## src/verilog/host_pkg.sv

```systemverilog
/*
  Types and constants of the host register bus (di bus) on ifclk.
  Register addresses count 32-bit words, not bytes.
  Terminal numbers must match the host software's terminal map.
*/
`default_nettype none

package host_pkg;

   typedef logic [15:0] term_addr_t;
   typedef logic [31:0] reg_addr_t;
   typedef logic [31:0] reg_data_t;
   typedef logic [15:0] xfer_status_t;

   // Host to FPGA, levels held for the whole transfer except the strobes
   typedef struct packed {
      term_addr_t term_addr;
      reg_addr_t  reg_addr;
      reg_data_t  reg_datai;
      logic       read_mode;
      logic       read;
      logic       write_mode;
      logic       write;
   } host_req_t;

   typedef struct packed {
      reg_data_t    reg_datao;
      logic         read_rdy;
      logic         write_rdy;
      xfer_status_t transfer_status;
   } host_rsp_t;

   // DRAM port i answers at TERM_DRAM_BASE + i
   localparam term_addr_t TERM_DRAM_BASE  = 16'h0010;
   localparam term_addr_t TERM_DRAM_CTRL  = 16'h0020;
   localparam term_addr_t TERM_DUMMY_FPGA = 16'h0030;

   localparam reg_data_t DUMMY_WORD = 32'hBBAA9988;

   // Status registers of TERM_DRAM_CTRL
   localparam reg_addr_t CTRL_REG_CALIB  = 32'd0;
   localparam reg_addr_t CTRL_REG_ERRORS = 32'd1;

endpackage

`default_nettype wire

```

## src/verilog/mcb_pkg.sv

```systemverilog
/*
  Types of the DRAM memory-controller user ports.
  Only single-word commands are used, so cmd_bl is always zero.
  Data ports are 32 bits wide with no write mask.
*/
`default_nettype none

package mcb_pkg;

   localparam int NUM_PORTS = 4;

   typedef logic [29:0] byte_addr_t;
   typedef logic [5:0]  burst_len_t;
   typedef logic [31:0] mcb_data_t;
   typedef logic [NUM_PORTS-1:0] port_flags_t;

   typedef enum logic [2:0] {
      MCB_WRITE = 3'b000,
      MCB_READ  = 3'b001
   } mcb_instr_t;

   // Driven by a bridge toward the controller
   typedef struct packed {
      logic       cmd_en;
      mcb_instr_t cmd_instr;
      burst_len_t cmd_bl;
      byte_addr_t cmd_byte_addr;
      logic       wr_en;
      mcb_data_t  wr_data;
      logic       rd_en;
   } mcb_req_t;

   // Returned by the controller, rd_data is valid while rd_empty is low
   typedef struct packed {
      logic      cmd_full;
      logic      wr_full;
      logic      rd_empty;
      mcb_data_t rd_data;
      logic      wr_underrun;
      logic      rd_overflow;
   } mcb_rsp_t;

endpackage

`default_nettype wire

```

## src/verilog/dram_port_bridge.sv

```systemverilog
/*
  Host word transfers to one DRAM user port, one word per command.
  Expects strobes already qualified for this port's terminal.
  Reads prefetch one word; a word left over when read_mode falls
  is drained from the port and dropped.
*/
`default_nettype none

module dram_port_bridge (
   input  logic                ifclk,
   input  logic                rst,
   input  host_pkg::host_req_t host_req,
   output host_pkg::host_rsp_t host_rsp,
   output mcb_pkg::mcb_req_t   mcb_req,
   input  mcb_pkg::mcb_rsp_t   mcb_rsp
);

   typedef enum logic [2:0] {
      ST_IDLE,
      ST_WRITE_DATA,
      ST_WRITE_CMD,
      ST_READ_WAIT,
      ST_HOLD
   } state_t;

   state_t                 state;
   host_pkg::xfer_status_t word_idx;
   host_pkg::xfer_status_t xfer_cnt;
   host_pkg::reg_data_t    data_q;
   mcb_pkg::byte_addr_t    wr_addr;
   logic                   discard;

   host_pkg::reg_addr_t    word_addr;
   mcb_pkg::byte_addr_t    cur_addr;
   logic                   write_rdy;
   logic                   wr_accept;
   logic                   issue_wr;
   logic                   issue_rd;
   logic                   drain;
   logic                   rd_taken;

   // Word k of a transfer lives at reg_addr + k
   assign word_addr = host_req.reg_addr + host_pkg::reg_addr_t'(word_idx);
   assign cur_addr  = mcb_pkg::byte_addr_t'({word_addr, 2'b00});

   assign write_rdy = (state == ST_IDLE) && !mcb_rsp.cmd_full && !mcb_rsp.wr_full;
   assign wr_accept = host_req.write && write_rdy;
   assign issue_wr  = (state == ST_WRITE_CMD) && !mcb_rsp.cmd_full;
   assign issue_rd  = (state == ST_IDLE) && host_req.read_mode && !host_req.write_mode &&
                      !mcb_rsp.cmd_full;
   assign drain     = (state == ST_READ_WAIT) && !mcb_rsp.rd_empty;
   assign rd_taken  = (state == ST_HOLD) && host_req.read;

   always_ff @(posedge ifclk) begin
      if (rst) begin
         state    <= ST_IDLE;
         discard  <= 1'b0;
         word_idx <= '0;
         xfer_cnt <= '0;
      end else begin
         case (state)
            ST_IDLE: begin
               if (wr_accept) begin
                  state <= ST_WRITE_DATA;
               end else if (issue_rd) begin
                  state <= ST_READ_WAIT;
               end
            end
            ST_WRITE_DATA: begin
               if (!mcb_rsp.wr_full) begin
                  state <= ST_WRITE_CMD;
               end
            end
            ST_WRITE_CMD: begin
               if (issue_wr) begin
                  state <= ST_IDLE;
               end
            end
            ST_READ_WAIT: begin
               if (drain) begin
                  if (discard || !host_req.read_mode) begin
                     state <= ST_IDLE;
                  end else begin
                     state <= ST_HOLD;
                  end
               end
            end
            ST_HOLD: begin
               if (rd_taken || !host_req.read_mode) begin
                  state <= ST_IDLE;
               end
            end
            default: state <= ST_IDLE;
         endcase

         // Outstanding word belongs to a transfer that has already ended
         if (drain) begin
            discard <= 1'b0;
         end else if (state == ST_READ_WAIT && !host_req.read_mode) begin
            discard <= 1'b1;
         end

         if (!host_req.read_mode && !host_req.write_mode) begin
            word_idx <= '0;
            xfer_cnt <= '0;
         end else begin
            if (wr_accept || issue_rd) begin
               word_idx <= word_idx + 1'b1;
            end
            if (wr_accept || rd_taken) begin
               xfer_cnt <= xfer_cnt + 1'b1;
            end
         end
      end
   end

   // Shared word register, write data on the way out or read data on the way in
   always_ff @(posedge ifclk) begin
      if (wr_accept) begin
         data_q  <= host_req.reg_datai;
         wr_addr <= cur_addr;
      end else if (drain) begin
         data_q <= mcb_rsp.rd_data;
      end
   end

   always_comb begin
      mcb_req.cmd_en = issue_wr || issue_rd;
      if (state == ST_WRITE_CMD) begin
         mcb_req.cmd_instr     = mcb_pkg::MCB_WRITE;
         mcb_req.cmd_byte_addr = wr_addr;
      end else begin
         mcb_req.cmd_instr     = mcb_pkg::MCB_READ;
         mcb_req.cmd_byte_addr = cur_addr;
      end
      mcb_req.cmd_bl  = '0;
      mcb_req.wr_en   = (state == ST_WRITE_DATA) && !mcb_rsp.wr_full;
      mcb_req.wr_data = data_q;
      mcb_req.rd_en   = drain;

      host_rsp.reg_datao       = data_q;
      host_rsp.read_rdy        = (state == ST_HOLD);
      host_rsp.write_rdy       = write_rdy;
      host_rsp.transfer_status = xfer_cnt;
   end

   // Queued write data is followed by its command unless the port is full
   assert property (@(posedge ifclk) disable iff (rst)
                    mcb_req.wr_en |=>
                       (mcb_req.cmd_en && mcb_req.cmd_instr == mcb_pkg::MCB_WRITE) ||
                       mcb_rsp.cmd_full)
      else $error("dram_port_bridge: write data without a write command");

   // The host only sees a word that was popped from the read queue
   assert property (@(posedge ifclk) disable iff (rst)
                    $rose(host_rsp.read_rdy) |-> $past(mcb_req.rd_en))
      else $error("dram_port_bridge: read_rdy without a popped word");

endmodule

`default_nettype wire

```

## src/verilog/term_decode.sv

```systemverilog
/*
  Steers the host bus to the DRAM port bridges.
  Purely combinational; address and data pass through unchanged,
  only the strobes and mode levels are qualified per port.
*/
`default_nettype none

module term_decode (
   input  host_pkg::host_req_t  host_req,
   output mcb_pkg::port_flags_t port_sel,
   output host_pkg::host_req_t  port_req [mcb_pkg::NUM_PORTS]
);

   always_comb begin
      for (int i = 0; i < mcb_pkg::NUM_PORTS; i++) begin
         port_sel[i] = host_req.term_addr ==
                       host_pkg::term_addr_t'(host_pkg::TERM_DRAM_BASE + i);

         port_req[i]            = host_req;
         port_req[i].read       = host_req.read & port_sel[i];
         port_req[i].read_mode  = host_req.read_mode & port_sel[i];
         port_req[i].write      = host_req.write & port_sel[i];
         port_req[i].write_mode = host_req.write_mode & port_sel[i];
      end
   end

endmodule

`default_nettype wire

```

## src/verilog/term_readback.sv

```systemverilog
/*
  Identification and DRAM status terminals plus the host response mux.
  Error flags are sticky until reset; calibration is one cycle late.
  Unknown terminals read zero and are always ready.
*/
`default_nettype none

module term_readback (
   input  logic                 ifclk,
   input  logic                 rst,
   input  host_pkg::host_req_t  host_req,
   input  mcb_pkg::port_flags_t port_sel,
   input  host_pkg::host_rsp_t  port_rsp [mcb_pkg::NUM_PORTS],
   input  mcb_pkg::mcb_rsp_t    mcb_rsp [mcb_pkg::NUM_PORTS],
   input  logic                 calib_done,
   output host_pkg::host_rsp_t  host_rsp
);

   logic                 calib_q;
   mcb_pkg::port_flags_t underrun_q;
   mcb_pkg::port_flags_t overflow_q;
   mcb_pkg::port_flags_t underrun_now;
   mcb_pkg::port_flags_t overflow_now;
   host_pkg::reg_data_t  ctrl_data;

   always_comb begin
      for (int i = 0; i < mcb_pkg::NUM_PORTS; i++) begin
         underrun_now[i] = mcb_rsp[i].wr_underrun;
         overflow_now[i] = mcb_rsp[i].rd_overflow;
      end
   end

   always_ff @(posedge ifclk) begin
      if (rst) begin
         calib_q    <= 1'b0;
         underrun_q <= '0;
         overflow_q <= '0;
      end else begin
         calib_q    <= calib_done;
         underrun_q <= underrun_q | underrun_now;
         overflow_q <= overflow_q | overflow_now;
      end
   end

   // Underrun in the low nibble, overflow above it
   always_comb begin
      case (host_req.reg_addr)
         host_pkg::CTRL_REG_CALIB:  ctrl_data = host_pkg::reg_data_t'(calib_q);
         host_pkg::CTRL_REG_ERRORS: ctrl_data = host_pkg::reg_data_t'({overflow_q, underrun_q});
         default:                   ctrl_data = '0;
      endcase
   end

   always_comb begin
      host_rsp.reg_datao       = '0;
      host_rsp.read_rdy        = 1'b1;
      host_rsp.write_rdy       = 1'b1;
      host_rsp.transfer_status = '0;

      if (host_req.term_addr == host_pkg::TERM_DUMMY_FPGA) begin
         host_rsp.reg_datao = host_pkg::DUMMY_WORD;
      end else if (host_req.term_addr == host_pkg::TERM_DRAM_CTRL) begin
         host_rsp.reg_datao = ctrl_data;
      end

      // At most one select is high
      for (int i = 0; i < mcb_pkg::NUM_PORTS; i++) begin
         if (port_sel[i]) begin
            host_rsp = port_rsp[i];
         end
      end
   end

endmodule

`default_nettype wire

```

## src/verilog/uxn_host_top.sv

```systemverilog
/*
  Host register side of the board top level.
  Memory-controller user ports are brought out as top-level ports;
  calib_done comes from the controller and is sampled on ifclk.
*/
`default_nettype none

module uxn_host_top (
   input  logic                ifclk,
   input  logic                rst,
   input  host_pkg::host_req_t host_req,
   output host_pkg::host_rsp_t host_rsp,
   input  logic                calib_done,
   output mcb_pkg::mcb_req_t   mcb_req [mcb_pkg::NUM_PORTS],
   input  mcb_pkg::mcb_rsp_t   mcb_rsp [mcb_pkg::NUM_PORTS]
);

   mcb_pkg::port_flags_t port_sel;
   host_pkg::host_req_t  port_req [mcb_pkg::NUM_PORTS];
   host_pkg::host_rsp_t  port_rsp [mcb_pkg::NUM_PORTS];

   term_decode decode0 (
      .host_req (host_req),
      .port_sel (port_sel),
      .port_req (port_req)
   );

   // One bridge per DRAM user port
   for (genvar i = 0; i < mcb_pkg::NUM_PORTS; i++) begin : g_port
      dram_port_bridge bridge0 (
         .ifclk    (ifclk),
         .rst      (rst),
         .host_req (port_req[i]),
         .host_rsp (port_rsp[i]),
         .mcb_req  (mcb_req[i]),
         .mcb_rsp  (mcb_rsp[i])
      );
   end

   term_readback readback0 (
      .ifclk      (ifclk),
      .rst        (rst),
      .host_req   (host_req),
      .port_sel   (port_sel),
      .port_rsp   (port_rsp),
      .mcb_rsp    (mcb_rsp),
      .calib_done (calib_done),
      .host_rsp   (host_rsp)
   );

endmodule

`default_nettype wire
```

## config.mk

```make
export PLATFORM = sky130hd
export DESIGN_NAME = uxn_host_top
export DESIGN_NICKNAME = d
export VERILOG_FILES = /design/src/verilog/host_pkg.sv /design/src/verilog/mcb_pkg.sv /design/src/verilog/dram_port_bridge.sv /design/src/verilog/term_decode.sv /design/src/verilog/term_readback.sv /design/src/verilog/uxn_host_top.sv
export SDC_FILE = /design/constraint.sdc
export NUM_CORES = 1
export LEC_CHECK = 0
export BUFFER_PORTS_ARGS = -buffer_cell sky130_fd_sc_hd__buf_2
export CORE_AREA = 2 2 223 225
export DETAILED_ROUTE_END_ITERATION = 10
export DIE_AREA = 0 0 225 227
export PLACE_DENSITY_LB_ADDON = 0.12
export SLEW_MARGIN = 20
export SYNTH_ARGS = -nofsm -noshare
export SYNTH_HDL_FRONTEND = slang
export SYNTH_SLANG_ARGS = --single-unit
```

## constraint.sdc

```tcl
create_clock -name ifclk -period 8.3 [get_ports ifclk]
set_input_delay 0.83 -clock ifclk [delete_from_list [all_inputs] [get_ports ifclk]]
set_output_delay 0.83 -clock ifclk [all_outputs]
set_load 0.05 [all_outputs]
```

==> summary.md, run 1 <==
| Metric | Value |
|---|---|
| Max VDD drop | `0.208 mV` |
| Gr ovfl total | `0` |
| Post-cts sizing count | `0` |
| Worst path depth | `12` |
| Initial DRC count | `1508` |
| Largest net degree at the start of global routing | `63` |
| H-Tree Depth | `2` |
| Max cap viols | `0` |
| Mapped Avg Cell Area | `9.16 sq um` |
| Synthesis-stage register bit count | `393` |
| Synthesis-to-layout area growth | `15.7%` |
| DP Area | `25900 sq um` |
| Total GRT Usage | `0.319` |
| Layout cells sized above 1 | `0.272` |
| CP Cell Sequence | `buf_2 -> ha_1 -> fa_1 -> a21o_1 -> a21oi_2 -> nor2b_1 -> o31a_1 -> a221o_1 -> a31oi_2 -> o21ai_0 -> a31oi_1 -> buf_2` |
| Outcome | `complete, no violations` |
| Layout Skew | `19.2 ps` |
| Root Driver | `clkbuf_16` |
| Clock Pin Slew Worst Setup and Hold Paths | `60 ps` |
| First-pass GRT wire length | `122000 microns` |
| Vias | `20592` |
| Normalized max-slew margin | `0.249` |
| Pwr Total | `4880 uW` |
| Endpoint class of the critical path | `output pin` |
| Most numerous cell on the critical path | `buf_2` |
| Global placer's final weighted congestion | `0.937` |
| Drt pass-1 iters | `6` |
| Total CTS buffers | `47` |
| Crit Path Max Fanout | `11` |
| Total clock sinks | `393` |
| Slew @ Worst Pin | `1120 ps` |
| Delay-heaviest family, CP | `compound AO/OA/AOI/OAI gates` |
| PwrDens | `177 nW/um^2` |
| Core Footprint | `48500 sq um` |
| Warnings from Yosys | `0` |
| Post-detail-place hpwl | `63600 microns` |
| Crit-path slowest cell | `a31oi_2` |
| Post-CTS setup buffers | `0` |
| Cell taking the most area after synthesis | `edfxtp_1` |
| Area contributors post-synth | `edfxtp_1 30%, dfxtp_1 13%, nand2_1 8.2%` |
| Fin nets | `3278` |
| Final Hold Viols | `0` |
| Cells after Synth | `2601` |
| Most frequent cells after synthesis | `521 x nand2_1, 284 x nor2_1, 240 x edfxtp_1, 172 x buf_4, 153 x dfxtp_1` |
| Die Area | `51100 sq um` |
| Register area share after synthesis | `0.431` |
| Max frequency | `0.202 GHz` |
| Hold_ws | `446 ps` |
| Vias in the first global route | `19455` |
| Post-synth EDFFs | `240` |
| Startpoint Class | `primary input` |
| Die outline width | `225 microns` |
| CP bufs+invs | `2` |
| Area of the mapped netlist | `23800 sq um` |
| Port bufs | `540` |
| WL final | `84200 microns` |
| Initial Util | `0.491` |
| WL per Instance | `23.2 microns` |
| Antenna violations before repair | `20` |
| Vias per inst | `5.66` |
| Async S/R FF share, synth | `0` |
| Routed Antenna Nets | `0` |
| Hold Path Cell Cnt | `3` |
| Die height | `227 microns` |
| Post-synth top area share | `0.303` |
| Clock Latency Late Sink | `590 ps` |
| Boundary pin count | `581` |
| Finished Cell Area | `27600 sq um` |
| Hold Path Class | `in -> reg` |
| Post-synth top flop | `edfxtp_1` |
| Fillers | `4445` |
| Crit path time final | `4950 ps` |
| P_leak | `0.0115 uW` |
| Most numerous cell in the Yosys netlist | `nand2_1` |
| Worst EP required | `7470 ps` |
| Crit path largest cell delay | `550 ps` |
| Setup TNS | `0 ps` |
| Clk buf depth | `3` |
| DRC violations left | `0` |
| Synth cell types | `88` |
| RSZ-0062 raised after global routing | `no` |
| # hold bufs at CTS | `0` |
| R2R cell count | `3` |
| Setup Viol. Count Final | `0` |
| Share of the clock period used by the worst path | `0.597` |
| Worst Path Arrival | `4120 ps` |
| Crit Path Class | `in -> out` |
| CTS tree | `done` |
| Fin. max-slew vios | `0` |
| Num rows | `81` |
==> cells by family (layout without fill, tap and decap cells) <==
group	count (synthesis)	count (layout)	synth area share
buf+inv	307	671	0.0775
xor+xnor	187	187	0.0687
compound gates	371	371	0.0959
other cells	1	49	0.000157
simple gates	1113	1113	0.212
mux	153	153	0.0735
flops	393	393	0.431
fa+ha+maj	76	76	0.0412
==> worst min-delay path, cell delays in order <==
cell	delay [ps]
buf_2	80
nor2_1	30
nor2_1	60
==> state kept, by name (all words and copies together) (netlist names) <==
register and flops:
g_port.bridge0.data_q 128, g_port.bridge0.wr_addr 112, g_port.bridge0.word_idx 64, g_port.bridge0.xfer_cnt 64, g_port.bridge0.state 12, g_port.bridge0.discard 4
readback0.overflow_q 4, readback0.underrun_q 4, readback0.calib_q 1
==> placed cells by master, fill, tap and decap left out, types with 35 or more instances in the layout <==
master     instances
buf_2            540
nand2_1          516
nor2_1           283
edfxtp_1         240
dfxtp_1          153
mux2_2           121
o21ai_0          112
xor2_1           108
a21oi_1          105
xnor2_1           79
ha_1              72
nand3_1           61
clkbuf_16         50
nor3_1            41
conb_1            40
or3_1             35
==> metrics by stage <==
step / utilization / setup WS (ps) / cells
5_1_grt: 0.567 / 3170 / 3632
4_1_cts: 0.567 / 3380 / 3626
2_1_floorplan: - / 3660 / 2640
6_report: 0.568 / 3350 / 3635
3_5_place_dp: 0.534 / 3390 / 3540
3_3_place_gp: 0.534 / 3460 / 3540
==> per-layer routing <==
layer	share of wire	track usage
met5	0.00099	0
met4	0.045	0.137
met3	0.080	0.0600
met2	0.48	0.544
met1	0.40	0.397
==> layout make-up <==
class / instances / area [sq um] / area share
Antenna cell: 9 / 22.5 / 0.000817
Clock buffer: 66 / 1370 / 0.0498
Clock inverter: 20 / 226 / 0.00822
Inverter: 23 / 86.3 / 0.00313
Multi-Input combinational cell: 1940 / 11900 / 0.433
Sequential cell: 393 / 10300 / 0.373
Tap cell: 622 / 778 / 0.0282
Timing Repair Buffer: 562 / 2870 / 0.104
==> path summary, 6_finish.rpt <==
check	startpoint	end	slack [ps]
worst max register to register	g_port[3].bridge0.state[1]	g_port[3].bridge0.data_q[12]	4970
worst min-delay path	mcb_rsp[1]	readback0.underrun_q[3]	450
worst min register to register	readback0.underrun_q[0]	readback0.underrun_q[0]	480
worst max-delay path	host_req[36]	mcb_req[130]	3350
==> power breakdown <==
part / total (uW) / switching [uW] / leakage (uW) / internal, uW
Sequential: 2080 / 5.98 / 0.00339 / 2070
Clock: 2180 / 873 / 0.000779 / 1300
Combinational: 627 / 455 / 0.00737 / 172
Total: 4880 / 1330 / 0.0115 / 3550
No activity file was read; power rests on OpenSTA's default activity.
==> run 2, diff against run 1 <==
Settings changed: CORE_AREA 2 2 223 225 to 2 2 224 226, DIE_AREA 0 0 225 227 to 0 0 226 228.
Clock period 8.3 ns to 5 ns, I/O delays scaled along.
==> run 2 against run 1 <==
Highest routed layer unchanged. Final area is 0.36% higher. Clock power is 61% higher. Worst hold slack worse by 310 ps. Sequential cell count stayed put. Clock-buffer cell count is 1 higher. Total power is 64% higher. Combinational power is 66% higher. Cell count is 1.6% higher.
==> summary.md, run 2 (synthesized netlist as in run 1, its figures left out) <==
| Metric | Value |
|---|---|
| Outcome | `complete, no violations (unchanged)` |
| Max FFs per register | `128 (unchanged)` |
| Clock Pin Slew Worst Setup and Hold Paths | `60 ps (about the same)` |
| Hold Path Class | `in -> reg (unchanged)` |
| WL per Instance | `22.7 microns (was 23.2 microns)` |
| Post-CTS setup buffers | `0 (unchanged)` |
| Share of the clock period used by the worst path | `0.888` |
| Layout Skew | `10.0 ps (was 19.2 ps)` |
| Clock Latency Late Sink | `570 ps (was 590 ps)` |
| DRC violations left | `0 (unchanged)` |
| DP Area | `26100 sq um (was 25900 sq um)` |
| WL final | `83900 microns (was 84200 microns)` |
| Die Area | `51500 sq um (was 51100 sq um)` |
| Fin nets | `3282 (was 3278)` |
| Largest net degree at the start of global routing | `62 (was 63)` |
| Port bufs | `540 (unchanged)` |
| Fin. max-slew vios | `0 (unchanged)` |
| Core Footprint | `49300 sq um (was 48500 sq um)` |
| CTS tree | `done (unchanged)` |
| Finished Cell Area | `27700 sq um (was 27600 sq um)` |
| Place WS | `760 ps (was 3390 ps)` |
| Initial DRC count | `1681 (was 1508)` |
| Endpoint class of the critical path | `output pin (unchanged)` |
| Synthesis-to-layout area growth | `16.1% (was 15.7%)` |
| Root Driver | `clkbuf_16 (unchanged)` |
| H-Tree Depth | `2 (unchanged)` |
| Max VDD drop | `0.195 mV (was 0.208 mV)` |
| Crit Path Class | `reg -> out (was in -> out)` |
| Crit Path Max Fanout | `7 (was 11)` |
| Normalized max-slew margin | `0.250 (was 0.249)` |
| Max frequency | `0.225 GHz` |
| Vias | `20628 (was 20592)` |
| Setup TNS | `0 ps (unchanged)` |
| Biggest regs | `g_port.bridge0.data_q x128, g_port.bridge0.wr_addr x112 (unchanged)` |
| Post-detail-place hpwl | `64300 microns (was 63600 microns)` |
| Slew @ Worst Pin | `1120 ps (about the same)` |
| Setup Viol. Count Final | `0 (unchanged)` |
| Final Hold Viols | `0 (unchanged)` |
| First-pass GRT wire length | `123000 microns (was 122000 microns)` |
| Antenna violations before repair | `22 (was 20)` |
| Post-cts sizing count | `0 (unchanged)` |
| Die outline width | `226 microns (was 225 microns)` |
| Hold_ws | `139 ps (was 446 ps)` |
| Commonest non-fill, non-tap cell in the layout | `buf_2 (unchanged)` |
| Pwr Total | `7980 uW (was 4880 uW)` |
| Drt pass-1 iters | `6 (unchanged)` |
| P_leak | `0.0116 uW (was 0.0115 uW)` |
| Die height | `228 microns (was 227 microns)` |
| Total CTS buffers | `45 (was 47)` |
| Layout cells sized above 1 | `0.273 (was 0.272)` |
| Total clock sinks | `393 (unchanged)` |
| Worst EP required | `4500 ps (was 7470 ps)` |
| Initial Util | `0.483 (was 0.491)` |
| # hold bufs at CTS | `0 (unchanged)` |
| Fillers | `4525 (was 4445)` |
| Boundary pin count | `581 (unchanged)` |
| Crit path time final | `4440 ps` |
| Global placer's final weighted congestion | `0.945 (was 0.937)` |
| Clk buf depth | `3 (unchanged)` |
| Worst Path Arrival | `3940 ps (was 4120 ps)` |
| Routed Antenna Nets | `0 (unchanged)` |
| Vias per inst | `5.58 (was 5.66)` |
| Startpoint Class | `register (was primary input)` |
| Post-route setup slack | `560 ps (was 3350 ps)` |
| Max cap viols | `0 (unchanged)` |
| Gr ovfl total | `0 (unchanged)` |
| Total GRT Usage | `0.317 (was 0.319)` |
| Most frequent cells in the layout | `540 x buf_2, 516 x nand2_1, 283 x nor2_1 (unchanged)` |
| PwrDens | `289 nW/um^2 (was 177 nW/um^2)` |
| Vias in the first global route | `19748 (was 19455)` |
| Largest register by flop count | `g_port.bridge0.data_q (unchanged)` |
| RSZ-0062 raised after global routing | `no (unchanged)` |
| Num rows | `82 (was 81)` |
[run 2: final timing paths]
check	start	endpoint	slack (ps)	cells after the start
worst max-delay path	g_port[0].bridge0.word_idx[0]	mcb_req[284]	560	11
worst min-delay path	mcb_rsp[0]	readback0.overflow_q[3]	140	3
worst max register to register	g_port[2].bridge0.word_idx[0]	g_port[2].bridge0.wr_addr[24]	1790	10
worst min register to register	readback0.underrun_q[0]	readback0.underrun_q[0]	470	2
[run 2: final cells by class]
type                            instances  area [sq um]  share of cell area
Timing Repair Buffer                  568          2940               0.106
Sequential cell                       393         10300               0.371
Tap cell                              672           841              0.0304
Multi-Input combinational cell       1940         11900               0.432
Clock buffer                           67          1340              0.0485
Antenna cell                           14          35.0             0.00127
Inverter                               23          86.3             0.00312
Clock inverter                         17           208             0.00751
[run 2: power breakdown]
part / total, uW / switching (uW) / internal [uW] / leakage [uW]
Combinational: 1040 / 753 / 286 / 0.00741
Sequential: 3450 / 7.82 / 3440 / 0.00339
Clock: 3500 / 1390 / 2110 / 0.000763
Total: 7980 / 2150 / 5830 / 0.0116
[run 2: critical path: stages (launching register included)]
cell,delay (ps)
dfxtp_1,390
ha_1,270
fa_1,420
a21o_1,190
and3_1,190
o2111ai_1,210
a21oi_1,210
a211oi_2,640
nor3_1,170
xor2_1,190
mux2_2,280
buf_2,210
[run 2: stage by stage]
step                      std cells   util
after floorplan                2640      -
after global placement         3596  0.528
after detailed placement       3596  0.528
after CTS                      3680  0.560
after global routing           3687  0.560
final                          3694  0.560
[run 2: per-layer routing]
layer	vias up	wire length (microns)	share of wire	track usage
met5	-	40	0.00048	0
met4	6	2740	0.033	0.109
met3	155	6090	0.073	0.0621
met2	865	41100	0.49	0.540
met1	9985	33900	0.40	0.400
li1	9617	-	-	-
